**src/logic/sync_ram.sv**
```systemverilog
// Byte-lane synchronous RAM
`timescale 1ns/1ps

module sync_ram #(
	parameter type word_t = logic [7:0],
	parameter int DEPTH_LOG2 = 8
) (
	input  logic                  MCLK,
	input  logic [DEPTH_LOG2-1:0] addr,
	input  logic                  we,
	input  logic [$bits(word_t)/8-1:0] be,
	input  word_t                 wdata,
	output word_t                 rdata
);

	localparam int WIDTH = $bits(word_t);
	localparam int LANES = WIDTH / 8;

	logic [WIDTH-1:0] mem [2**DEPTH_LOG2];
	logic [WIDTH-1:0] wbits;

	assign wbits = wdata;

	// Lane writes, registered read
	always_ff @(posedge MCLK) begin
		if (we) begin
			for (int i = 0; i < LANES; i++) begin
				if (be[i]) begin
					mem[addr][i*8 +: 8] <= wbits[i*8 +: 8];
				end
			end
		end
		rdata <= word_t'(mem[addr]);
	end

	// Payload must split evenly into byte lanes
	a_lane_width: assert property (@(posedge MCLK) ($bits(word_t) % 8) == 0);

endmodule

```
**config.mk**
```make
export PLATFORM = sky130hd
export DESIGN_NAME = sync_ram
export DESIGN_NICKNAME = d
export VERILOG_FILES = /design/src/logic/sync_ram.sv
export SDC_FILE = /design/constraint.sdc
export NUM_CORES = 2
export LEC_CHECK = 0
export BUFFER_PORTS_ARGS = -buffer_cell sky130_fd_sc_hd__buf_4
export CORE_ASPECT_RATIO = 0.5
export CORE_UTILIZATION = 25
export CTS_CLUSTER_DIAMETER = 200
export DETAILED_ROUTE_END_ITERATION = 10
export GPL_TIMING_DRIVEN = 0
export SLEW_MARGIN = 20
export SYNTH_ARGS = -nofsm -noshare
export SYNTH_HDL_FRONTEND = slang
export SYNTH_SLANG_ARGS = --single-unit
```
**constraint.sdc**
```tcl
create_clock -name MCLK -period 3.07 [get_ports MCLK]
set_input_delay 0.1535 -clock MCLK [delete_from_list [all_inputs] [get_ports MCLK]]
set_output_delay 0.1535 -clock MCLK [all_outputs]
set_load 0.03 [all_outputs]
```
# Word-level counts from Yosys, hierarchy flattened
# Memory sizes are Yosys's and may differ from the RTL's. A register that Yosys moved wholly into a read port is not among the register bits.
# Index checks and enable logic that the tools add are counted.
# totals
regBits	0
mem_bits_rw	2048
in_bits	19
out_inout_bits	8
word_cells	4
mem_count	1
# op_classes
muxes	3
# memory_table
memory	words	width	read_ports	rd_clocked_by_memory_dff	wr	line	rtl
mem	256	8	1	1	1	19	logic [WIDTH-1:0] mem [2**DEPTH_LOG2];
# ops
op	count
$mux 1	3

# Logic depth before layout (Yosys ltp)
# depth
depth_word	3
ltp_mapped	9
mapped_depth_nobuf	5

# Least setup slack after synthesis
# OpenSTA, ideal clock, no wires.
# synth_path
kind	input -> register
from	in addr[0]
to	mem mem[105][0] (netlist bit), enable pin
setup_time_ns	0.370
arrival_ns	2.043
required_ns	2.700
slack_ns	0.657
stages	8
n_path_buf	5
path_cell_list	clkbuf_1 buf_4 buf_4 buf_2 nor3b_1 nand2_1 clkbuf_1 nor2_1
# synth_rtl
element	line	rtl
from (decl)	9	input logic [DEPTH_LOG2-1:0] addr,
to (decl)	19	
# Straight into the memory's write port.

==> key figures <==
Critical path
  – Req. time, crit path: 3.64 ns
  – Worst Setup Path Type: in2reg
  – Worst setup startpoint: addr[1]
  – R2r endpoint: rdata[0]
  – CP Cell Sequence: buf_2, clkbuf_2, buf_1, mux4_2, a22oi_1, a21oi_1, o41ai_1, nand4_1
  – Largest stage delay, worst path: 0.63 ns
  – CP Max Fanout: 10
  – Crit end category: flip-flop
  – R2R cell count: 5
  – CP Data Arrival Time: 3.83 ns
  – R2R Setup Slk: 0.09 ns
  – Crit start category: input port
  – Slowest CP cell: buf_1
  – Worst setup endpoint: rdata[2]
  – R2R Path Start: mem[175][0]

Route
  – DRT antenna net count: 0
  – Via/cell ratio: 4.77
  – DRC Markers: 0
  – DRT iter0 DRCs: 5357
  – First drt pass iteration count: 5
  – Wirelength per Cell: 26.5 um
  – Routed wire length: 216000 um
  – Vias: 38700

Pwr
  – Static leakage: 27.0 nW
  – Peak supply drop: 0.477 mV
  – Power Total: 58.0 mW
  – Power density cells: 633 nW/um^2
  – Sw Share: 0.218
  – Power share of the clock group: 0.417
  – Net Switching: 12.6 mW
  – Part of the power in registers: 0.533
  – Combinational power share: 0.050
  – Pint: 45.4 mW

Synth
  – Netlist cell types: 22
  – Ys flop type: edfxtp_1
  – Synth Instances: 3525
  – Net Count, Synth: 3544
  – YS warnings: 0
  – EDFF count, synth: 2048
  – Seq/Total Area, Yosys: 0.788
  – Yosys reg bits: 2056
  – Synthesized cell area: 78300 um^2
  – Syn Area/Cell: 22.2 um^2
  – Synth async-reset ratio: 0

Floorplan
  – Starting Density: 0.253
  – Die width: 793 um
  – Floorplan core area: 310000 um^2
  – Die area: 316000 um^2
  – Rows: 144
  – I/O pins: 27
  – Die Y: 398 um

CTS
  – TritonCTS buffer count: 199
  – Max clock buf depth: 3
  – Setup bufs post-CTS: 0
  – Clk_lat worst skew: 0.83 ns
  – CTS H-tree depth: 4
  – Root Driver: clkbuf_16
  – CTS tree: done
  – Clock sinks: 2056
  – Reg clk slew, reported paths: 0.07 ns

Timing
  – Setup TNS: -16.77 ns
  – Max frequency: 307 MHz
  – Worst-margin pin slew: 1.21 ns
  – Final hold vios: 0
  – Final Max Tran Viols: 0
  – Final Skew: 0.0425 ns
  – Fin crit period: 3.26 ns
  – Slew margin rel.: 0.191
  – Unrepaired setup endpoints after global routing: true
  – Final setup vio count: 325
  – Final Hold Slack: 0.240 ns
  – Fin worst setup slack: -0.190 ns
  – Final Cycle Share: 1.06

Run
  – Max Cap Violations: 0

Finish
  – Layout cell share with drive strength beyond 1: 0.275
  – Layout Area Growth over Synthesis: 17.1%
  – Filler cell count: 29900
  – Final core utilization: 0.296
  – Final nets: 3806
  – Most common cell after layout, fill and taps aside: edfxtp_1
  – Most frequent cells in the layout: edfxtp_1, mux4_2, a22oi_1

Global routing
  – Initial antenna violation count: 12
  – Number of global-route vias before repair: 38100
  – Grt total ovfl: 0
  – First-pass GRT wire length: 298000 um
  – Largest net degree at the start of global routing: 125
  – GR Util All Layers: 0.133

Placed design
  – Number of port buffers: 24
  – Post-detail-place hpwl: 141000 um
  – GP Congestion: 0.868

Run status
  – Status: finished, violations left
  – Failing checks: negative setup slack

Min path
  – Hold Crit Class: in2reg
through the flow:
step / area (um^2) / setup slack [ns] / std cells
floorplan: 78300 / 0.657 / 3525
global placement: 83700 / -3.12 / 7710
detailed placement: 84600 / -1.97 / 7742
CTS: 91600 / -0.0463 / 8117
global route: 91700 / -0.135 / 8117
finish: 91700 / -0.190 / 8123
synth_stat cells, drive strengths merged, types with 4 or more instances:
| cell | n | area share |
|---|---|---|
| a21oi | 128 | 0.0082 |
| a22oi | 256 | 0.025 |
| buf | 82 | 0.0059 |
| clkbuf | 143 | 0.0069 |
| dfxtp | 8 | 0.0020 |
| edfxtp | 2048 | 0.79 |
| mux4 | 512 | 0.15 |
| nand2 | 30 | 0.0014 |
| nand3 | 4 | 0.00026 |
| nand4 | 8 | 0.00064 |
| nor2 | 259 | 0.012 |
| nor2b | 6 | 0.00048 |
| o41ai | 32 | 0.0036 |
critical path, delay by kind of cell:
family          cells  cell delay, ns
simple gates        1            0.44
mux                 1            0.45
compound gates      3            1.13
buf+inv             3            1.63
flip-flops by register name, indices dropped and copies added, names as in the netlist:
register / cells
mem: 2048
rdata: 8
cell families (layout without fill, tap and decap cells):
group	Yosys count	after routing	share of synthesized area
AOI/OAI and AO/OA	416	416	0.0363
muxes	512	512	0.147
DFF	2056	2056	0.788
and+or+nand+nor	316	316	0.0160
buffers and inverters	225	654	0.0128
other	0	8	0
worst min path at each step:
| stage | start | end | cells after the start |
|---|---|---|---|
| 4_1_cts | addr[6] | mem[171][1] | 4 |
| 3_3_place_gp | rdata[0] | rdata[0] | 1 |
| 3_5_place_dp | wdata[6] | mem[158][6] | 1 |
| 6_report | addr[6] | mem[171][1] | 4 |
| 5_1_grt | addr[7] | mem[2][5] | 4 |
| 2_1_floorplan | wdata[0] | mem[0][0] | 0 |
cell type report:
type | count | area, um^2 | area share
timing repair buffer | 64 | 1170 | 0.0128
clock inverter | 123 | 1250 | 0.0136
buffer | 222 | 1080 | 0.0118
sequential | 2056 | 61700 | 0.673
clock buffer | 245 | 5150 | 0.0562
tap | 4161 | 5210 | 0.0568
antenna | 8 | 20.0 | 0.000218
multi-input combinational | 1244 | 16100 | 0.176
layer usage:
metal  GRT usage  vias up  wire length (um)
li1            -    15600                 -
met1       0.180    21000             87000
met2       0.211     1871            101000
met3      0.0312      325             20400
met4      0.0461        2              7400
met5           0        -                13
power groups by stage:
stage	clock network [mW]	registers (mW)	logic [mW]
global route	25.5	30.9	3.00
global placement	0	31.6	2.70
floorplan	0	31.6	1.32
detailed placement	0	31.5	2.84
finish	24.2	30.9	2.89
CTS	24.5	30.9	2.88
repair_timing:
item                                    4_1_cts  5_1_grt
cloned                                        0        0
endpoints found under the setup margin     2056      641
gates resized for setup                     156       25
pin swaps                                     3        1
hold endpoints to repair                    429        0
hold buffers                                  8        0
(Power assumes the default switching activity.)
