--- src/logic/bus_config.svh ---
// Bus map and sizing
`ifndef BUS_CONFIG_SVH
`define BUS_CONFIG_SVH

// Address widths
// Main bus is word addressed, the Z80 bus byte addressed
`define MBUS_AW 23
`define ZBUS_AW 15

// Memory depths
// 32K words of 68K work RAM, 8K bytes of Z80 RAM
`define RAM68K_DEPTH_LOG2 15
`define ZRAM_DEPTH_LOG2 13

// Open bus value after reset (68000 NOP)
`define OPEN_BUS_RESET 16'h4E71

// Region bases on the top byte of the 68K byte address
`define ZWIN_BASE 8'hA0
`define CTRL_BASE 12'hA11
`define RAM68K_BASE 8'hE0

// Control register select, byte address bits 11:8
`define CTRL_BUSREQ 4'h1
`define CTRL_RESET 4'h2

// Z80 bank register page, Z80 address bits 14:8
`define ZBANK_PAGE 7'h60

`endif

--- src/logic/zbus_pkg.sv ---
// Z80 bus types
`include "bus_config.svh"

package zbus_pkg;

	// Request as issued by the Z80 core
	typedef struct packed {
		logic        sel;
		logic        rnw;
		logic [15:0] addr;
		logic [7:0]  wdata;
	} z80_req_t;

	typedef struct packed {
		logic       ack;
		logic [7:0] rdata;
	} z80_rsp_t;

	// Main bus access into the Z80 window
	typedef struct packed {
		logic                sel;
		logic                rnw;
		logic [`ZBUS_AW-1:0] addr;
		logic [7:0]          wdata;
	} zbus_req_t;

	// Same layout as the Z80 response
	typedef z80_rsp_t zbus_rsp_t;

endpackage

--- src/logic/zbus_arbiter.sv ---
// Z80 bus arbiter
`timescale 1ns/1ps
`include "bus_config.svh"

module zbus_arbiter
	import zbus_pkg::*;
(
	input  logic                        MCLK,
	input  logic                        reset,
	input  zbus_req_t                   zbus_req,
	output zbus_rsp_t                   zbus_rsp,
	input  z80_req_t                    z80_req,
	output z80_rsp_t                    z80_rsp,
	input  z80_rsp_t                    z80_bank_rsp,
	input  logic                        z80_busreq,
	input  logic                        z80_reset_n,
	output logic [`ZRAM_DEPTH_LOG2-1:0] zram_addr,
	output logic                        zram_we,
	output logic [7:0]                  zram_wdata,
	input  logic [7:0]                  zram_rdata,
	output logic [8:0]                  bar
);

	typedef enum logic [1:0] {z_idle, z_access, z_finish} zstate_t;

	zstate_t             zstate;
	logic                from_mbus;
	logic [`ZBUS_AW-1:0] za;
	logic [7:0]          zdo;
	logic                zwr;
	logic [7:0]          zdi;
	logic                bus_free;
	logic                z80_local;
	logic                mbus_ack;
	logic [7:0]          mbus_rdata;
	logic                local_ack;
	logic [7:0]          local_rdata;

	// 68K owns the Z80 bus only with the Z80 held off and out of reset
	assign bus_free  = z80_busreq && z80_reset_n;
	assign z80_local = z80_req.sel && !z80_req.addr[15];

	// ZRAM below 4000, mirrored; FM area and the rest read as FF
	assign zram_addr  = za[`ZRAM_DEPTH_LOG2-1:0];
	assign zram_wdata = zdo;
	assign zram_we    = zwr && !za[`ZBUS_AW-1];
	assign zdi        = za[`ZBUS_AW-1] ? 8'hFF : zram_rdata;

	assign zbus_rsp = '{ack: mbus_ack, rdata: mbus_rdata};

	// Local and banked answers never overlap
	assign z80_rsp = '{ack: local_ack || z80_bank_rsp.ack,
		rdata: local_ack ? local_rdata : z80_bank_rsp.rdata};

	// ------------------------------
	// Access FSM
	// ------------------------------
	always_ff @(posedge MCLK) begin
		if (reset) begin
			zstate    <= z_idle;
			zwr       <= 1'b0;
			mbus_ack  <= 1'b0;
			local_ack <= 1'b0;
			bar       <= '0;
		end else begin
			zwr <= 1'b0;
			if (!zbus_req.sel) mbus_ack <= 1'b0;
			if (!z80_local) local_ack <= 1'b0;

			// Bank register shifts in one bit per write
			if (zwr && za[`ZBUS_AW-1 -: 7] == `ZBANK_PAGE) bar <= {zdo[0], bar[8:1]};

			case (zstate)
				z_idle: begin
					if (zbus_req.sel && !mbus_ack) begin
						za        <= zbus_req.addr;
						zdo       <= zbus_req.wdata;
						zwr       <= !zbus_req.rnw && bus_free;
						from_mbus <= 1'b1;
						zstate    <= z_access;
					end else if (z80_local && !local_ack) begin
						za        <= z80_req.addr[`ZBUS_AW-1:0];
						zdo       <= z80_req.wdata;
						zwr       <= !z80_req.rnw;
						from_mbus <= 1'b0;
						zstate    <= z_access;
					end
				end
				z_access: zstate <= z_finish;
				z_finish: begin
					if (from_mbus) begin
						mbus_rdata <= bus_free ? zdi : 8'hFF;
						mbus_ack   <= 1'b1;
					end else begin
						local_rdata <= zdi;
						local_ack   <= 1'b1;
					end
					zstate <= z_idle;
				end
				default: zstate <= z_idle;
			endcase
		end
	end

	a_zram_owner: assert property (@(posedge MCLK) disable iff (reset)
		zram_we && from_mbus |-> bus_free);

endmodule

--- config.mk ---
export PLATFORM = sky130hd
export DESIGN_NAME = zbus_arbiter
export DESIGN_NICKNAME = d
export VERILOG_FILES = /design/src/logic/zbus_pkg.sv /design/src/logic/zbus_arbiter.sv
export VERILOG_INCLUDE_DIRS = /design/src /design/src/logic
export SDC_FILE = /design/constraint.sdc
export NUM_CORES = 1
export LEC_CHECK = 0
export ABC_AREA = 1
export ABC_CLOCK_PERIOD_IN_PS = 2300
export BUFFER_PORTS_ARGS = -buffer_cell sky130_fd_sc_hd__buf_2
export CAP_MARGIN = 20
export CORE_MARGIN = 4
export CORE_UTILIZATION = 41
export CTS_CLUSTER_SIZE = 14
export DETAILED_ROUTE_END_ITERATION = 16
export PLACE_DENSITY = 0.72
export REMOVE_ABC_BUFFERS = 1
export SYNTH_ARGS = -nofsm -noshare
export SYNTH_HDL_FRONTEND = slang
export SYNTH_SLANG_ARGS = --single-unit
--- constraint.sdc ---
create_clock -name MCLK -period 2.3 [get_ports MCLK]
set_input_delay 0.46 -clock MCLK [delete_from_list [all_inputs] [get_ports MCLK]]
set_output_delay 0.46 -clock MCLK [all_outputs]
set_load 0.005 [all_outputs]
# Word-level counts from Yosys, hierarchy flattened
# Index checks and enable logic that the tools add are counted.
[word_totals]
regBits = 54
latch_bits = 0
mem_bits_rw = 0
romBits = 0
input_bits = 72
output_inout_bits = 49
word_cells = 55
mem_count = 0
[classes]
addsub = 0
n_mul = 0
div_mod_pow = 0
n_lt_le_gt_ge = 0
eq_ne = 4
shift = 0
muxes = 18
bitwise_logic = 3
n_reduce_logical = 20
[op_table]
columns = ["operator", "count"]
rows = [
  ["$mux 8", 4],
  ["$mux 15", 2],
  ["$mux 1", 9],
  ["$reduce_and 3->1", 3],
  ["$eq 7x7->1 const B", 1],
  ["$logic_and 1x1->1", 7],
  ["$logic_not 1->1", 6],
  ["$mux 2", 2],
  ["$pmux 2 s2", 1],
  ["$ne 3x3->1 const B", 1],
  ["$not 1->1", 3],
  ["$eq 2x1->1 const B", 1],
  ["$eq 2x2->1 const B", 1],
  ["$logic_not 2->1", 1],
  ["$reduce_bool 2->1", 1],
  ["$reduce_or 2->1", 1],
  ["$logic_or 1x1->1", 1],
]

# Depth between registers and ports, before layout
[logic_depth]
depth_word = 6
mapped_depth = 6
mapped_depth_nobuf = 6

# Least setup slack after synthesis
# Ideal clock, no wire load.
[synth_timing]
path_type = "in2reg"
from = "in zbus_req[24] in the netlist's numbering"
to = "reg from_mbus (enable)"
setup_ns = 0.413
arrival_time_ns = 2.001
required_ns = 1.887
path_slack_ns = -0.114
stages = 4
n_path_buf = 0
path_cell_list = "inv_1 > nor2_4 > inv_2 > a21oi_1"
[synth_via]
elab_chain_cells = 3
[synth_lines]
columns = ["item", "line_no", "source"]
rows = [
  ["start, declared", "zbus_arbiter.sv:10", "input zbus_req_t zbus_req,"],
  ["$logic_and 1x1->1", "zbus_arbiter.sv:75", "if (zbus_req.sel && !mbus_ack) begin"],
  ["$reduce_bool 2->1 (no line)", "n/a", ""],
  ["$reduce_and 3->1 (no line)", "n/a", ""],
  ["end signal, assigned", "zbus_arbiter.sv:79", "from_mbus <= 1'b1;"],
  ["end signal, assigned", "zbus_arbiter.sv:85", "from_mbus <= 1'b0;"],
  ["end, declared", "zbus_arbiter.sv:27", "logic from_mbus;"],
]
# No other way between the ends.
# A chain may end at the register's enable or synchronous reset.

==> impl_metrics.tcl <==
set metrics [dict create \
    required_ns 1.84 \
    fin_skew_ns 0.00700 \
    crit_buf_inv 2 \
    layout_min_cycle_time_ns 1.77 \
    grt_setup_unrepaired "no" \
    die_h_um 86.1 \
    num_vias 2073 \
    cts-root-buf "clkbuf_8" \
    ys_warn_count 0 \
    cts_setup_buffers 0 \
    htree_levels 2 \
    area_delta_synth_final_pct 26.9 \
    yosysUniqueCellTypes 18 \
    whs_ns 0.332 \
    fmax_mhz 565 \
    start_kind "register" \
    postRouteAntennaNets 0 \
    diodes 0 \
    grt_max_degree 27 \
    route.detailed.drc 0 \
    routed_wl_um 5290 \
    cts_resized 0 \
    hpwl_um 4250 \
    post-route-cell-area_um2 3170 \
    via_per_inst 4.36 \
    synth-seq-area-share_pct 59.2 \
    path_cells "inv_1 -> nand2_1 -> nand2_1 -> buf_2" \
    crit_top_cell "nand2_1" \
    placed_area_um2 3080 \
    synth_cells 288 \
    cap_violations 0 \
    p_sw_mw 0.427 \
    placedCellCount 467 \
    fin_tns_setup_ns 0 \
    cp_max_fo 12 \
    clockBufferDepth 2 \
    grt_pass1_wl_um 8270 \
    drv_slew 0 \
    std_cell_rows 28 \
    crit_slowest_cell "dfxtp_1" \
    period_share_pct 76.9 \
    ir_drop_mv 0.276 \
    die_w_um 86.1 \
    numCtsBuffers 5 \
    synth-seq-cells 54 \
    setup_viol 0 \
    grt_usage_pct 14.1 \
    cts_tree "built" \
    max_stage_delay_ns 0.54 \
    clk_pin_slew_ns 0.09 \
    hp-class "primary input to register" \
    p_int_mw 1.44 \
    grt_overflow 0 \
    start_util_pct 42.2 \
    worstHoldStart "reset" \
    core-area_um2 5920 \
    status "completed" \
    layout-drive-gt1-share_pct 35.5 \
    layoutNonFillerInstCount 475 \
    critical-path-top-delay-family "flip-flops" \
    power_density_nw_per_um2 587 \
    fillers 555 \
    seq_power_share_pct 59.3 \
    worst_pin_slew_ns 0.598 \
    leakagePower_nw 1.58 \
    fin_nets 471 \
    final_hold_viol_count 0 \
    io-pin-count 121 \
    antenna_found_initial 0 \
    first_global_vias 1905 \
    crit_path_end_kind "primary output" \
    die-area_um2 7410 \
    cts.sinks 54 \
    dr.pass1.iters 5 \
    power.share.combinational_pct 12.3 \
    hold_buffers 0 \
    relSlewSlack_pct 60.0 \
    worstPathArrival_ns 1.31 \
    finalWeightedCongestion 0.755 \
    rr_startpoint "local_ack" \
    synth_area_per_cell_um2 8.68 \
    io_buffers 120 \
    drt-initial-drc-count 61 \
    critPathLaunch "local_ack" \
    path_class "register to primary output" \
    wl_per_cell_um 11.1 \
    syn_area_um2 2500 \
    swShare_pct 22.9 \
    pwr-share-clk_pct 28.5 \
    clock_latency_ns 0.29 \
]
==> kinds of logic (layout without fill, tap and decap cells) <==
family          after synthesis  in the layout  synth area share, %
buf+inv                      56            168                 11.6
compound gates                5              5                 1.05
simple gates                173            173                 28.2
flops                        54             54                 59.2
==> registers in the layout, summed over array words and instances (netlist names) <==
register and count:
local_ack 1, mbus_rdata 8, bar 9, zstate 2
zwr 1, za 15, from_mbus 1, mbus_ack 1
zram_wdata 8, local_rdata 8
==> cell type report <==
type	instances	area [um2]	share of cell area, %
clock buffers	6	82.6	2.60
clock inverters	2	12.5	0.394
flip-flops and latches	54	1480	46.7
repair buffers	125	638	20.1
multi-input cells	178	734	23.1
inverters	35	131	4.14
well taps	75	93.8	2.96
==> worst register-to-register path, cell delays in order (launching register included) <==
cell and delay (ns):
dfxtp_1 0.42, nor2_1 0.19, inv_1 0.08, a21oi_2 0.11
buf_4 0.31
==> through the flow <==
step	util [%]	setup WS (ns)	power, mW
floorplan	-	-0.470	1.23
global placement	52.0	0.652	1.35
detailed placement	52.0	0.626	1.36
CTS	53.6	0.510	1.89
global route	53.6	0.391	1.96
finish	53.6	0.530	1.86
==> final timing paths <==
| check | endpoint | slack (ns) | cells past startpoint |
|---|---|---|---|
| setup / recovery | z80_rsp[5] | 0.53 | 4 |
| hold / removal | zstate[1] | 0.33 | 2 |
| hold reg to reg | zstate[1] | 0.46 | 2 |
| setup reg to reg | zram_wdata[7] | 0.84 | 4 |
==> layer usage <==
layer  track usage, %  vias to the layer above  share of wire, %
met5                0                        -                 0
met4             5.18                        0               1.0
met3             4.71                        4               9.9
met2             24.5                       81                50
met1             16.1                      888                40
li1                 -                     1100                 -
==> cell usage after synthesis <==
cell,n,area (um2)
a21oi_1,3,15.0
buf_2,3,15.0
buf_4,16,120
buf_6,2,22.5
dfxtp_1,14,280
edfxtp_1,40,1200
inv_1,34,128
inv_2,1,3.75
nand2_1,118,443
nand2_2,2,12.5
nand3_1,21,105
nor2_1,26,97.6
nor2_2,2,12.5
nor2_4,2,22.5
nor3_1,1,5.00
o21ai_0,1,5.00
o22ai_1,1,6.26
or2_2,1,6.26
==> placed cells by master (no fill, tap or decap), drive strengths merged <==
cell,Yosys,final
a21oi,3,3
buf,21,125
clkbuf,0,6
clkinv,0,1
clkinvlp,0,1
dfxtp,14,14
edfxtp,40,40
inv,35,35
nand2,120,120
nand3,21,21
nor2,30,30
nor3,1,1
o21ai,1,1
o22ai,1,1
or2,1,1
==> power by group through the flow <==
stage	Clock [mW]	Sequential [mW]	Combinational, mW
after floorplan	0	1.13	0.0994
after global placement	0	1.13	0.226
after global routing	0.590	1.11	0.261
after CTS	0.550	1.10	0.234
final	0.530	1.10	0.228
after detailed placement	0	1.13	0.233
No activity file was read; power rests on OpenSTA's default activity.
