## src/logic/bus_config.svh

```systemverilog
// Bus map and sizing
`ifndef BUS_CONFIG_SVH
`define BUS_CONFIG_SVH

// Address widths
// Main bus is word addressed, the Z80 bus byte addressed
`define MBUS_AW 23
`define ZBUS_AW 15

// Memory depths
// 32K words of 68K work RAM, 8K bytes of Z80 RAM
`define RAM68K_DEPTH_LOG2 15
`define ZRAM_DEPTH_LOG2 13

// Open bus value after reset (68000 NOP)
`define OPEN_BUS_RESET 16'h4E71

// Region bases on the top byte of the 68K byte address
`define ZWIN_BASE 8'hA0
`define CTRL_BASE 12'hA11
`define RAM68K_BASE 8'hE0

// Control register select, byte address bits 11:8
`define CTRL_BUSREQ 4'h1
`define CTRL_RESET 4'h2

// Z80 bank register page, Z80 address bits 14:8
`define ZBANK_PAGE 7'h60

`endif

```

## src/logic/mbus_pkg.sv

```systemverilog
// Main bus types
`include "bus_config.svh"

package mbus_pkg;

	// One bus word as two byte lanes
	typedef struct packed {
		logic [7:0] hi;
		logic [7:0] lo;
	} mbus_word_t;

	// Read/write master request, held until ack
	typedef struct packed {
		logic                sel;
		logic                rnw;
		logic [1:0]          be;
		logic [`MBUS_AW-1:0] addr;
		mbus_word_t          wdata;
	} mbus_req_t;

	typedef struct packed {
		logic       ack;
		mbus_word_t rdata;
	} mbus_rsp_t;

	// DMA only reads full words
	typedef struct packed {
		logic                sel;
		logic [`MBUS_AW-1:0] addr;
	} dma_req_t;

	typedef enum logic [1:0] {m_none, m_68k, m_dma, m_z80} master_t;

	// Cartridge side of the ROM port
	typedef struct packed {
		logic [23:0] addr;
		logic [1:0]  be;
		logic        we;
		mbus_word_t  wdata;
	} rom_port_t;

endpackage

```

## src/logic/zbus_pkg.sv

```systemverilog
// Z80 bus types
`include "bus_config.svh"

package zbus_pkg;

	// Request as issued by the Z80 core
	typedef struct packed {
		logic        sel;
		logic        rnw;
		logic [15:0] addr;
		logic [7:0]  wdata;
	} z80_req_t;

	typedef struct packed {
		logic       ack;
		logic [7:0] rdata;
	} z80_rsp_t;

	// Main bus access into the Z80 window
	typedef struct packed {
		logic                sel;
		logic                rnw;
		logic [`ZBUS_AW-1:0] addr;
		logic [7:0]          wdata;
	} zbus_req_t;

	// Same layout as the Z80 response
	typedef z80_rsp_t zbus_rsp_t;

endpackage

```

## src/logic/mbus_arbiter.sv

```systemverilog
// Main bus arbiter
`timescale 1ns/1ps
`include "bus_config.svh"

module mbus_arbiter
	import mbus_pkg::*;
	import zbus_pkg::*;
(
	input  logic                          MCLK,
	input  logic                          reset,
	input  mbus_req_t                     m68k_req,
	output mbus_rsp_t                     m68k_rsp,
	input  dma_req_t                      dma_req,
	output mbus_rsp_t                     dma_rsp,
	input  z80_req_t                      z80_req,
	output z80_rsp_t                      z80_rsp,
	input  logic [8:0]                    bar,
	output logic [`RAM68K_DEPTH_LOG2-1:0] ram68k_addr,
	output logic                          ram68k_we,
	output logic [1:0]                    ram68k_be,
	output mbus_word_t                    ram68k_wdata,
	input  mbus_word_t                    ram68k_rdata,
	input  logic [23:0]                   rom_size,
	output rom_port_t                     rom_port,
	output logic                          rom_req,
	input  logic                          rom_ack,
	input  mbus_word_t                    rom_rdata,
	output zbus_req_t                     zbus_req,
	input  zbus_rsp_t                     zbus_rsp,
	input  logic                          z80_busak_n,
	output logic                          z80_busreq,
	output logic                          z80_reset_n
);

	typedef enum logic [2:0] {s_idle, s_decode, s_ram, s_rom, s_zbus, s_finish} state_t;

	state_t     state;
	master_t    msrc;
	mbus_req_t  lat;
	mbus_word_t data;
	mbus_word_t open_bus;
	mbus_word_t ctrl_word;
	logic       ack_q;
	logic       zbus_sel;
	logic [7:0] top_byte;
	logic       is_ram;
	logic       is_rom;
	logic       is_zwin;
	logic       is_ctrl;
	logic       ctrl_bit;
	logic       cur_sel;
	logic       z80_far;

	// Banked window, Z80 8000-FFFF
	assign z80_far = z80_req.sel && z80_req.addr[15];

	// ------------------------------
	// Region decode
	// ------------------------------
	assign top_byte = lat.addr[`MBUS_AW-1 -: 8];
	assign is_ram   = top_byte >= `RAM68K_BASE;
	assign is_zwin  = top_byte == `ZWIN_BASE;
	assign is_ctrl  = (lat.addr[`MBUS_AW-1 -: 12] == `CTRL_BASE) && (lat.addr[6:0] == '0);
	// Cartridge space ends where the Z80 window starts
	assign is_rom   = (top_byte < `ZWIN_BASE) && ({1'b0, lat.addr} < rom_size);

	always_comb begin
		case (lat.addr[10:7])
			`CTRL_BUSREQ: ctrl_bit = z80_busak_n;
			`CTRL_RESET:  ctrl_bit = z80_reset_n;
			default:      ctrl_bit = open_bus.hi[0];
		endcase
	end

	assign ctrl_word = '{hi: {open_bus.hi[7:1], ctrl_bit}, lo: open_bus.lo};

	always_comb begin
		case (msrc)
			m_68k:   cur_sel = m68k_req.sel;
			m_dma:   cur_sel = dma_req.sel;
			m_z80:   cur_sel = z80_far;
			default: cur_sel = 1'b0;
		endcase
	end

	// ------------------------------
	// Target ports
	// ------------------------------
	assign ram68k_addr  = lat.addr[`RAM68K_DEPTH_LOG2-1:0];
	assign ram68k_we    = (state == s_decode) && is_ram && !lat.rnw;
	assign ram68k_be    = lat.be;
	assign ram68k_wdata = lat.wdata;

	assign rom_port = '{addr: {1'b0, lat.addr}, be: lat.be, we: 1'b0, wdata: lat.wdata};

	// Hi lane sits at the even Z80 byte address
	assign zbus_req = '{sel: zbus_sel, rnw: lat.rnw,
		addr: {lat.addr[`ZBUS_AW-2:0], ~lat.be[1]},
		wdata: lat.be[1] ? lat.wdata.hi : lat.wdata.lo};

	assign m68k_rsp = '{ack: ack_q && (msrc == m_68k), rdata: data};
	assign dma_rsp  = '{ack: ack_q && (msrc == m_dma), rdata: data};
	assign z80_rsp  = '{ack: ack_q && (msrc == m_z80), rdata: lat.be[1] ? data.hi : data.lo};

	// ------------------------------
	// Arbitration FSM
	// ------------------------------
	always_ff @(posedge MCLK) begin
		if (reset) begin
			state       <= s_idle;
			msrc        <= m_none;
			ack_q       <= 1'b0;
			zbus_sel    <= 1'b0;
			rom_req     <= 1'b0;
			open_bus    <= `OPEN_BUS_RESET;
			z80_busreq  <= 1'b0;
			z80_reset_n <= 1'b0;
		end else begin
			case (state)
				s_idle: begin
					// Fixed priority, 68K over DMA over Z80
					if (m68k_req.sel) begin
						msrc  <= m_68k;
						lat   <= m68k_req;
						state <= s_decode;
					end else if (dma_req.sel) begin
						msrc  <= m_dma;
						lat   <= '{sel: 1'b1, rnw: 1'b1, be: 2'b11, addr: dma_req.addr, wdata: '0};
						state <= s_decode;
					end else if (z80_far) begin
						msrc  <= m_z80;
						lat   <= '{sel: 1'b1, rnw: z80_req.rnw,
							be: z80_req.addr[0] ? 2'b01 : 2'b10,
							addr: {bar, z80_req.addr[14:1]},
							wdata: '{hi: z80_req.wdata, lo: z80_req.wdata}};
						state <= s_decode;
					end
				end
				s_decode: begin
					data <= open_bus;
					if (is_ram) begin
						state <= s_ram;
					end else if (is_rom && lat.rnw) begin
						rom_req <= ~rom_req;
						state   <= s_rom;
					end else if (is_zwin) begin
						zbus_sel <= 1'b1;
						state    <= s_zbus;
					end else if (is_ctrl) begin
						data <= ctrl_word;
						if (!lat.rnw && lat.be[1]) begin
							if (lat.addr[10:7] == `CTRL_BUSREQ) z80_busreq <= lat.wdata.hi[0];
							if (lat.addr[10:7] == `CTRL_RESET) z80_reset_n <= lat.wdata.hi[0];
						end
						state <= s_finish;
					end else begin
						// Open bus, and ROM writes are dropped here
						state <= s_finish;
					end
				end
				s_ram: begin
					data <= ram68k_rdata;
					if (msrc == m_68k && lat.rnw) open_bus <= ram68k_rdata;
					state <= s_finish;
				end
				s_rom: begin
					if (rom_req == rom_ack) begin
						data <= rom_rdata;
						if (msrc == m_68k) open_bus <= rom_rdata;
						state <= s_finish;
					end
				end
				s_zbus: begin
					if (zbus_rsp.ack) begin
						zbus_sel <= 1'b0;
						data     <= '{hi: zbus_rsp.rdata, lo: zbus_rsp.rdata};
						state    <= s_finish;
					end
				end
				s_finish: begin
					// Hold ack until the master lets go
					if (!ack_q) begin
						ack_q <= 1'b1;
					end else if (!cur_sel) begin
						ack_q <= 1'b0;
						msrc  <= m_none;
						state <= s_idle;
					end
				end
				default: state <= s_idle;
			endcase
		end
	end

	a_one_ack: assert property (@(posedge MCLK) disable iff (reset)
		$onehot0({m68k_rsp.ack, dma_rsp.ack, z80_rsp.ack}));
	a_rom_toggle: assert property (@(posedge MCLK) disable iff (reset)
		$changed(rom_req) |-> state == s_rom);
	a_ack_68k: assert property (@(posedge MCLK) disable iff (reset)
		m68k_rsp.ack && !m68k_req.sel |-> $past(m68k_req.sel));
	a_ack_dma: assert property (@(posedge MCLK) disable iff (reset)
		dma_rsp.ack && !dma_req.sel |-> $past(dma_req.sel));
	a_ack_z80: assert property (@(posedge MCLK) disable iff (reset)
		z80_rsp.ack && !z80_far |-> $past(z80_far));

endmodule

```

## config.mk

```make
export PLATFORM = sky130hd
export DESIGN_NAME = mbus_arbiter
export DESIGN_NICKNAME = d
export VERILOG_FILES = /design/src/logic/mbus_pkg.sv /design/src/logic/zbus_pkg.sv /design/src/logic/mbus_arbiter.sv
export VERILOG_INCLUDE_DIRS = /design/src /design/src/logic
export SDC_FILE = /design/constraint.sdc
export NUM_CORES = 1
export LEC_CHECK = 0
export BUFFER_PORTS_ARGS = -buffer_cell sky130_fd_sc_hd__buf_2
export CORE_MARGIN = 1.5
export CORE_UTILIZATION = 33
export CTS_CLUSTER_SIZE = 28
export DETAILED_ROUTE_END_ITERATION = 7
export GPL_ROUTABILITY_DRIVEN = 0
export PLACE_DENSITY = 0.67
export REMOVE_ABC_BUFFERS = 1
export SYNTH_ARGS = -nofsm -noshare
export SYNTH_HDL_FRONTEND = slang
export SYNTH_SLANG_ARGS = --single-unit
```

## constraint.sdc

```tcl
create_clock -name MCLK -period 3.29 [get_ports MCLK]
set_input_delay 0.658 -clock MCLK [delete_from_list [all_inputs] [get_ports MCLK]]
set_output_delay 0.658 -clock MCLK [all_outputs]
set_load 0.005 [all_outputs]
```

=== After elaboration in Yosys (flattened, before gate mapping) ===
Index checks and enable logic that the tools add are counted.

* Register bits: 84
* Input bits: 171
* Output and inout bits: 148
* Logic and storage cells: 119

* Magnitude comparators: 3
* Eq/ne operators: 23
* Muxes and demuxes: 43
* Bitwise logic cells: 6
* Reductions and logical operators: 28

{| class="wikitable"
|+ Operators with widths
! kind !! number
|-
| 42-bit two-way mux || 3
|-
| 16-bit two-way mux || 5
|-
| 16-bit case mux with 4 select lines || 1
|-
| 9-bit two-way mux || 4
|-
| 16-bit case mux with 2 select lines || 1
|-
| 3-bit two-way mux || 9
|-
| 23-bit by 24-bit < comparator with 1-bit output || 1
|-
| 2-bit inequality test, second input constant || 9
|-
| 3-bit case mux with 6 select lines || 1
|-
| 8-bit two-way mux || 2
|-
| 7-bit AND reduction || 2
|-
| 12-bit == test, second input constant || 1
|-
| 2-bit two-way mux || 6
|-
| 4-bit AND reduction || 3
|-
| 1-bit logical AND || 11
|-
| 5-bit AND reduction || 2
|-
| 8-bit == test, second input constant || 1
|-
| 8-bit >= comparator, second input constant || 1
|-
| 8-bit < comparator, second input constant || 1
|-
| 7-bit logical NOT || 1
|-
| 1-bit two-way mux || 7
|-
| 3-bit by 2-bit == test with 1-bit output, second input constant || 2
|-
| 3-bit == test, second input constant || 2
|-
| 1-bit inverter || 6
|-
| other kinds (16) || 21
|}

=== Longest topological paths before layout ===
Gate-level depths: netlist (run 1).

* Depth in word-level cells: 7
* Mapped depth: 8
* Gate-level depth less buffers: 8

=== Least setup slack after synthesis (run 1) ===
OpenSTA, ideal clock, no wires.

* Path kind: input -> register
* Start point: input m68k_req[42] (netlist name)
* End point: register lat, in the netlist ram68k_addr[0] (enable)
* Library setup time: 0.441 ns
* Data arrival time: 3.138 ns
* Required time: 2.849 ns
* Setup slack: -0.289 ns
* Stages: 4
* Path buffers: 1
* Path through: clkbuf_1 a211oi_1 or4_1 nor2_1

* Longest elaborated chain between the ends: 2

{| class="wikitable"
|+ RTL lines
! element !! line !! source
|-
| from (decl) || mbus_arbiter.sv:11 || <nowiki>input mbus_req_t m68k_req,</nowiki>
|-
| 3-bit nonzero test (no line) || - ||
|-
| 3-bit AND reduction (no line) || - ||
|-
| to (signal assigned) || mbus_arbiter.sv:124 || <nowiki>lat <= m68k_req;</nowiki>
|-
| to (signal assigned) || mbus_arbiter.sv:128 || <nowiki>lat <= '{sel: 1'b1, rnw: 1'b1, be: 2'b11, addr: dma_req.addr, wdata: '0};</nowiki>
|-
| to (signal assigned) || mbus_arbiter.sv:132 || <nowiki>lat <= '{sel: 1'b1, rnw: z80_req.rnw,</nowiki>
|-
| to (decl) || mbus_arbiter.sv:39 || <nowiki>mbus_req_t lat;</nowiki>
|}

Every way passes these cells.
A chain may end at the register's enable or synchronous reset.

==> results of run 1 <==
==> sequential cells by signal (all words and copies together), names as in the netlist <==
name / count
open_bus: 1
zbus_req: 1
ack_q: 1
state: 3
ctrl_word: 15
z80_reset_n: 1
z80_busreq: 1
ram68k_wdata: 16
ram68k_be: 2
msrc: 2
rom_port: 8
dma_rsp: 16
ram68k_addr: 15
rom_req: 1
zbus_sel: 1
==> logic make-up after synthesis <==
logic type | Yosys count | share of synthesized area, %
fa+ha+maj | 22 | 4.82
other cells | 1 | 0.0657
buf+inv | 131 | 13.1
compound gates | 150 | 17.2
simple gates | 168 | 14.2
xor+xnor | 1 | 0.153
flops | 84 | 39.6
mux | 60 | 10.9
==> metal layers <==
layer	global-route usage [%]	vias to the layer above
met1	21.6	2421
li1	-	2656
met5	0	-
met4	4.96	2
met3	3.87	16
met2	33.1	197
==> final timing paths <==
check	from	cells after the start	to
worst max-delay path	ram68k_be[1]	2	zbus_req[3]
worst min-delay path	ctrl_word[11]	1	ctrl_word[11]
worst max register to register	ram68k_addr[11]	7	rom_req
worst min register to register	ctrl_word[11]	1	ctrl_word[11]
==> cell usage after synthesis (2+ instances only) <==
cell                        n  area (µm²)
sky130_fd_sc_hd__or4_1      3        22.5
sky130_fd_sc_hd__a21oi_1   18        90.1
sky130_fd_sc_hd__or3_1      8        50.1
sky130_fd_sc_hd__a31oi_1    2        12.5
sky130_fd_sc_hd__clkbuf_1  28         105
sky130_fd_sc_hd__buf_4     66         495
sky130_fd_sc_hd__nor3b_1    2        15.0
sky130_fd_sc_hd__nor4b_1    2        17.5
sky130_fd_sc_hd__a21o_1     3        22.5
sky130_fd_sc_hd__and3_1     3        18.8
sky130_fd_sc_hd__a211oi_1   4        30.0
sky130_fd_sc_hd__nor4_1     2        12.5
sky130_fd_sc_hd__nand3_1   25         125
sky130_fd_sc_hd__mux2i_1   43         430
sky130_fd_sc_hd__a22o_1    17         149
sky130_fd_sc_hd__mux2_2    17         191
sky130_fd_sc_hd__nand4_1    3        18.8
sky130_fd_sc_hd__edfxtp_1  58        1740
sky130_fd_sc_hd__a211o_1    8        70.1
sky130_fd_sc_hd__ha_1      22         275
sky130_fd_sc_hd__buf_1      4        15.0
sky130_fd_sc_hd__nor2b_1    4        25.0
sky130_fd_sc_hd__inv_1     25        93.8
sky130_fd_sc_hd__o211ai_1  15         113
sky130_fd_sc_hd__nor4bb_1   2        20.0
sky130_fd_sc_hd__nand2_1   65         244
sky130_fd_sc_hd__nand3b_1   2        15.0
sky130_fd_sc_hd__o21ai_0   64         320
sky130_fd_sc_hd__buf_2      7        35.0
sky130_fd_sc_hd__dfxtp_1   26         521
sky130_fd_sc_hd__and4b_1    2        20.0
sky130_fd_sc_hd__a311oi_1   8        70.1
sky130_fd_sc_hd__nor3_1     6        30.0
sky130_fd_sc_hd__nor2_1    33         124
==> area by class of cell <==
cell class	instances	area (µm²)	share of cell area, %
Multi-Input combinational cell	403	2710	36.7
Sequential cell	84	2260	30.6
Timing Repair Buffer	330	1700	23.0
Tap cell	220	275	3.72
Clock buffer	9	225	3.05
Clock inverter	7	121	1.64
Inverter	25	93.8	1.27
==> power by group through the flow <==
stage	sequential, mW	clock (mW)	combinational [mW]
after floorplan	1.70	0	0.644
after global placement	1.62	0	1.48
after detailed placement	1.62	0	1.50
after CTS	1.60	1.22	1.50
after global routing	1.62	1.25	1.65
final	1.59	1.19	1.48
==> reports/metrics.json, run 1 <==
{
  "final_layout": {
    "antenna-diode-count": 0,
    "finalInstanceArea_um2": 7390,
    "post_route_cells_drive_above_1_share_pct": 43.4,
    "most_used_cells_in_the_layout_excluding_fill_and_tap_cells": "316 x sky130_fd_sc_hd__buf_2, 65 x sky130_fd_sc_hd__nand2_1, 64 x sky130_fd_sc_hd__o21ai_0",
    "final_cell_count_no_fill": 1078,
    "mostFrequentLayoutCell": "sky130_fd_sc_hd__buf_2",
    "fillerInstances": 1687,
    "num-nets-final": 1046,
    "share_of_the_core_filled_with_cells_pct": 44.1,
    "areaGrowthSynthToFinish_pct": 29.4
  },
  "sta": {
    "setup_slack_ps": 764,
    "setup_violations": 0,
    "tightestPinTransition_ps": 957,
    "period_share_pct": 76.8,
    "clock_skew_ps": 6.49,
    "drv_slew": 0,
    "finalCriticalPeriod_ps": 2530,
    "setup_total_negative_slack_ps": 0,
    "worst_slew_margin_rel_pct": 36.2,
    "final_count_of_hold_timing_violations": 0,
    "achievable-frequency_mhz": 396,
    "rsz0062_at_grt": "no",
    "hold_slack_final_ps": 489
  },
  "setup_path": {
    "crit_arrival_ps": 1870,
    "timing_worst_setup_path_type": "reg -> out",
    "dominant_delay_contributor_by_cell_family_on_the_critical_path": "flip-flops",
    "critical_path.max_fanout": 19,
    "critical-path-max-stage-delay_ps": 980,
    "path_cells": "mux2_2 -> buf_2",
    "worst_setup_path_end_kind": "output pin",
    "cp.buffers_inverters": 1,
    "worst_ep_required_time_ps": 2630,
    "slowest_library_cell_on_the_worst_path": "sky130_fd_sc_hd__edfxtp_1",
    "r2r_setup_slack_ps": 940,
    "worst_setup_sp_type": "register"
  },
  "place": {
    "dpl.hpwl_um": 13100,
    "placedCellCount": 1062,
    "port_buffer_count": 316,
    "placed_area_um2": 7040,
    "dp_worst_setup_slack_ps": 724
  },
  "die": {
    "boundaryPins": 319,
    "floorplan_row_count": 47,
    "horizontal_die_dimension_um": 135,
    "die_height_um": 135,
    "initial_core_util_pct": 34.1,
    "design.die.area_um2": 18100,
    "core_um2": 16800
  },
  "logic_synthesis": {
    "synth_async_sr_flop_share_pct": 0,
    "synth.distinct_cells": 54,
    "synth_seq_cells": 84,
    "synth_edf_count": 58,
    "synth-warning-count": 0,
    "synth_area_per_cell_um2": 9.26,
    "postSynth.topFlopCell": "sky130_fd_sc_hd__edfxtp_1",
    "netlist_area_um2": 5710,
    "synthCells": 617,
    "ys_seq_area_share_pct": 39.6
  },
  "clock_network": {
    "clock_sink_count": 84,
    "hold_buffers": 0,
    "cts_made_buffers": 9,
    "htree_num_levels": 3,
    "clk_root_buffer_cell": "sky130_fd_sc_hd__clkbuf_16",
    "cts-resized-gates": 0,
    "clock_insertion_delay_worst_skew_ps": 340,
    "cts_tree": "yes",
    "number_of_buffers_inserted_to_repair_setup_after_cts": 0,
    "clk_transition_reported_paths_ps": 70,
    "ctsLongestPathBuffers": 2
  },
  "power_and_ir_drop": {
    "netSwitchingPower_mw": 1.43,
    "power.clock.fraction_pct": 27.9,
    "leakagePower_nw": 3.41,
    "internal-power_mw": 2.83,
    "power_density_nw_per_um2": 576,
    "power_frac_comb_pct": 34.7,
    "sw_frac_of_total_pct": 33.6,
    "sequentialPowerShare_pct": 37.4,
    "power.total_mw": 4.26,
    "worst_ir_drop_vdd_mv": 0.333
  },
  "grt": {
    "grt_antenna_before_repair": 1,
    "first_global_vias": 4870,
    "grt-ovfl-total": 0,
    "grt_start_max_net_pins": 47,
    "global_route_wire_length_before_repair_um": 25600,
    "gr-usage-all-layers_pct": 18.2
  },
  "status": {
    "status": "finished, final reports clean"
  },
  "detailed_routing": {
    "routed-via-count": 5292,
    "highest-signal-layer": "met5",
    "routed_wl_um": 17000,
    "detailroute.wirelength.met3_um": 954,
    "wl_per_cell_um": 15.8,
    "drt_first_iter_violations": 182,
    "wl_met1_um": 7180,
    "route.detailed.vias_per_inst": 4.91,
    "final_antenna_net_count": 0,
    "route.met2.wl_um": 8660,
    "detail_route.first_pass.iterations": 4,
    "detail_route.drc_violations": 0
  },
  "job": {
    "max_cap_violations": 0
  },
  "hold_path": {
    "worst_hold_path_type": "reg -> reg"
  }
}
(Power assumes the default switching activity.)
==> inputs of run 2 (changes only) <==
==> constraint.sdc (replaced) <==
create_clock -name MCLK -period 2.1 [get_ports MCLK]
set_input_delay 0.42 -clock MCLK [delete_from_list [all_inputs] [get_ports MCLK]]
set_output_delay 0.42 -clock MCLK [all_outputs]
set_load 0.005 [all_outputs]
==> reports/metrics.json, run 2 (same netlist as run 1, synthesis figures left out) <==
{
  "status": {
    "status": {"value": "finished, violations left", "change": "was finished, final reports clean"},
    "failed_checks": "setup timing"
  },
  "setup_path": {
    "crit_arrival": {"value": 2280, "unit": "ps", "change": "was 1870 ps"},
    "dominant_delay_contributor_by_cell_family_on_the_critical_path": {"value": "simple AND/OR/NAND/NOR gates", "change": "was flip-flops"},
    "worst_setup_sp_type": {"value": "register", "change": "unchanged"},
    "timing_worst_setup_path_type": {"value": "reg -> reg", "change": "was reg -> out"},
    "worst_ep_required_time": {"value": 2280, "unit": "ps", "change": "was 2630 ps"},
    "path_cells": {"value": "or4_4 -> or3_4 -> nor2_4 -> buf_6 -> a221o_2 -> a21oi_2 -> a221oi_2", "change": "was mux2_2 -> buf_2"},
    "cp.depth": {"value": 7, "change": "was 2"},
    "cp.buffers_inverters": {"value": 1, "change": "unchanged"},
    "critical_path.max_fanout": {"value": 3, "change": "was 19"},
    "worst_setup_path_end_kind": {"value": "register", "change": "was output pin"},
    "r2r_setup_slack": {"value": -8, "unit": "ps", "change": "was 940 ps"},
    "slowest_library_cell_on_the_worst_path": {"value": "sky130_fd_sc_hd__or4_4", "change": "was sky130_fd_sc_hd__edfxtp_1"},
    "worstSetupEndpoint": {"value": "dma_rsp[8]", "change": "was zbus_req[3]"},
    "worst_r2r_path_depth": {"value": 7, "change": "unchanged"},
    "worst_r2r_startpoint": {"value": "rom_port[36]", "change": "was ram68k_addr[11]"},
    "timing.rr.end": {"value": "dma_rsp[8]", "change": "was rom_req"},
    "critical-path-max-stage-delay": {"value": 530, "unit": "ps", "change": "was 980 ps"},
    "critical_path.startpoint": {"value": "rom_port[36]", "change": "was ram68k_be[1]"}
  },
  "clock_network": {
    "clk_root_buffer_cell": {"value": "sky130_fd_sc_hd__clkbuf_16", "change": "unchanged"},
    "cts_made_buffers": {"value": 9, "change": "unchanged"},
    "hold_buffers": {"value": 0, "change": "unchanged"},
    "clock_sink_count": {"value": 84, "change": "unchanged"},
    "cts_tree": {"value": "yes", "change": "unchanged"},
    "clk_transition_reported_paths": {"value": 70, "unit": "ps", "change": "about the same"},
    "htree_num_levels": {"value": 3, "change": "unchanged"},
    "ctsLongestPathBuffers": {"value": 2, "change": "unchanged"},
    "clock_insertion_delay_worst_skew": {"value": 340, "unit": "ps", "change": "about the same"}
  },
  "final_layout": {
    "mostFrequentLayoutCell": {"value": "sky130_fd_sc_hd__buf_2", "change": "unchanged"},
    "num-nets-final": {"value": 1082, "change": "was 1046"},
    "post_route_cells_drive_above_1_share": {"value": 47.0, "unit": "%", "change": "was 43.4%"},
    "finalInstanceArea": {"value": 7760, "unit": "µm²", "change": "was 7390 µm²"},
    "final_cell_count_no_fill": {"value": 1116, "change": "was 1078"},
    "most_used_cells_in_the_layout_excluding_fill_and_tap_cells": {"value": "316 x sky130_fd_sc_hd__buf_2, 65 x sky130_fd_sc_hd__nand2_1, 61 x sky130_fd_sc_hd__o21ai_0", "change": "was 316 x sky130_fd_sc_hd__buf_2, 65 x sky130_fd_sc_hd__nand2_1, 64 x sky130_fd_sc_hd__o21ai_0"},
    "areaGrowthSynthToFinish": {"value": 35.8, "unit": "%", "change": "was 29.4%"},
    "share_of_the_core_filled_with_cells": {"value": 46.3, "unit": "%", "change": "was 44.1%"}
  },
  "power_and_ir_drop": {
    "power_density": {"value": 884, "unit": "nW/µm²", "change": "was 576 nW/µm²"},
    "leakagePower": {"value": 3.60, "unit": "nW", "change": "was 3.41 nW"},
    "worst_ir_drop_vdd": {"value": 0.523, "unit": "mV", "change": "was 0.333 mV"},
    "power.total": {"value": 6.85, "unit": "mW", "change": "was 4.26 mW"}
  },
  "sta": {
    "drv_slew": {"value": 0, "change": "unchanged"},
    "setup_total_negative_slack": {"value": -7.97, "unit": "ps", "change": "was 0 ps"},
    "rsz0062_at_grt": {"value": "yes", "change": "was no"},
    "setup_violations": {"value": 1, "change": "was 0"},
    "finalCriticalPeriod_ps": 2110,
    "tightestPinTransition": {"value": 506, "unit": "ps", "change": "was 957 ps"},
    "clock_skew": {"value": 9.65, "unit": "ps", "change": "was 6.49 ps"},
    "final_count_of_hold_timing_violations": {"value": 0, "change": "unchanged"},
    "worst_slew_margin_rel": {"value": 65.8, "unit": "%", "change": "was 36.2%"},
    "setup_slack": {"value": -7.97, "unit": "ps", "change": "was 764 ps"},
    "achievable-frequency_mhz": 474,
    "period_share_pct": 100
  },
  "place": {
    "placedCellCount": {"value": 1094, "change": "was 1062"},
    "placed_area": {"value": 7310, "unit": "µm²", "change": "was 7040 µm²"},
    "dpl.hpwl": {"value": 14000, "unit": "µm", "change": "was 13100 µm"},
    "port_buffer_count": {"value": 316, "change": "unchanged"}
  },
  "grt": {
    "grt_antenna_before_repair": {"value": 4, "change": "was 1"},
    "first_global_vias": {"value": 5308, "change": "was 4870"},
    "global_route_wire_length_before_repair": {"value": 27300, "unit": "µm", "change": "was 25600 µm"},
    "gr-usage-all-layers": {"value": 19.6, "unit": "%", "change": "was 18.2%"},
    "grt_start_max_net_pins": {"value": 46, "change": "was 47"},
    "grt-ovfl-total": {"value": 0, "change": "unchanged"}
  },
  "detailed_routing": {
    "wl_per_cell": {"value": 16.1, "unit": "µm", "change": "was 15.8 µm"},
    "detail_route.drc_violations": {"value": 0, "change": "unchanged"},
    "route.detailed.vias_per_inst": {"value": 4.95, "change": "was 4.91"},
    "detail_route.first_pass.iterations": {"value": 4, "change": "unchanged"},
    "routed-via-count": {"value": 5526, "change": "was 5292"},
    "final_antenna_net_count": {"value": 0, "change": "unchanged"},
    "routed_wl": {"value": 18000, "unit": "µm", "change": "was 17000 µm"},
    "drt_first_iter_violations": {"value": 163, "change": "was 182"}
  },
  "die": {
    "core": {"value": 16800, "unit": "µm²", "change": "unchanged"},
    "horizontal_die_dimension": {"value": 135, "unit": "µm", "change": "unchanged"},
    "floorplan_row_count": {"value": 47, "change": "unchanged"},
    "initial_core_util": {"value": 34.1, "unit": "%", "change": "unchanged"},
    "die_height": {"value": 135, "unit": "µm", "change": "unchanged"},
    "design.die.area": {"value": 18100, "unit": "µm²", "change": "unchanged"},
    "boundaryPins": {"value": 319, "change": "unchanged"}
  },
  "hold_path": {
    "worst_hold_path_type": {"value": "in -> reg", "change": "was reg -> reg"}
  },
  "job": {
    "max_cap_violations": {"value": 0, "change": "unchanged"}
  }
}
==> run 2: area by class of cell <==
type	count	area, µm²
fillers	1660	9000
multi-input cells	403	2800
flip-flops and latches	84	2260
repair buffers	366	2000
well taps	220	275
clock buffers	9	225
clock inverters	7	96.3
inverters	25	93.8
diodes	2	5.00
==> run 2: worst register-to-register path, delay by kind of cell (launching register included) <==
family / cells / cell delay, ps
flip-flops: 1 / 420
AO/OA/AOI/OAI: 3 / 350
AND/OR/NAND/NOR: 3 / 1050
buffers and inverters: 1 / 120
==> run 2: how the worst min path moves through the flow <==
stage	start	to	slack [ps]	cells past startpoint
floorplan	ctrl_word[4]	ctrl_word[4]	450	1
global placement	ctrl_word[11]	ctrl_word[11]	470	1
detailed placement	ctrl_word[6]	ctrl_word[6]	470	1
CTS	m68k_req[34]	rom_port[37]	330	3
global route	m68k_req[26]	ram68k_addr[10]	350	3
finish	m68k_req[26]	ram68k_addr[10]	360	3
==> run 2: what timing repair did <==
item / in CTS / in global routing
buffers inserted: 3 / 1
setup endpoints to repair: 4 / 4
pin swaps: 3 / 6
gates resized for setup: 2 / 16
gates cloned: 0 / 0
==> run 2: per-stage QoR <==
step           setup WS (ps)  hold slack [ps]
2_1_floorplan          -1590              453
3_3_place_gp            -181              470
3_5_place_dp            -235              474
4_1_cts                 13.5              334
5_1_grt                 -114              349
6_report               -7.97              356
==> run 2: routing by layer <==
metal / share of wire, % / up-vias / GRT usage, % / wire length [µm]
met5: 0.072 / - / 0 / 13
met4: 2.7 / 2 / 7.71 / 480
met3: 6.4 / 28 / 3.83 / 1160
met2: 51 / 230 / 35.8 / 9160
met1: 40 / 2537 / 22.6 / 7190
li1: - / 2729 / - / -
==> run 2: power by group <==
group / switching [mW] / internal, mW
clock: 0.716 / 1.05
sequential: 0.246 / 2.17
combinational: 1.39 / 1.28
total: 2.35 / 4.50
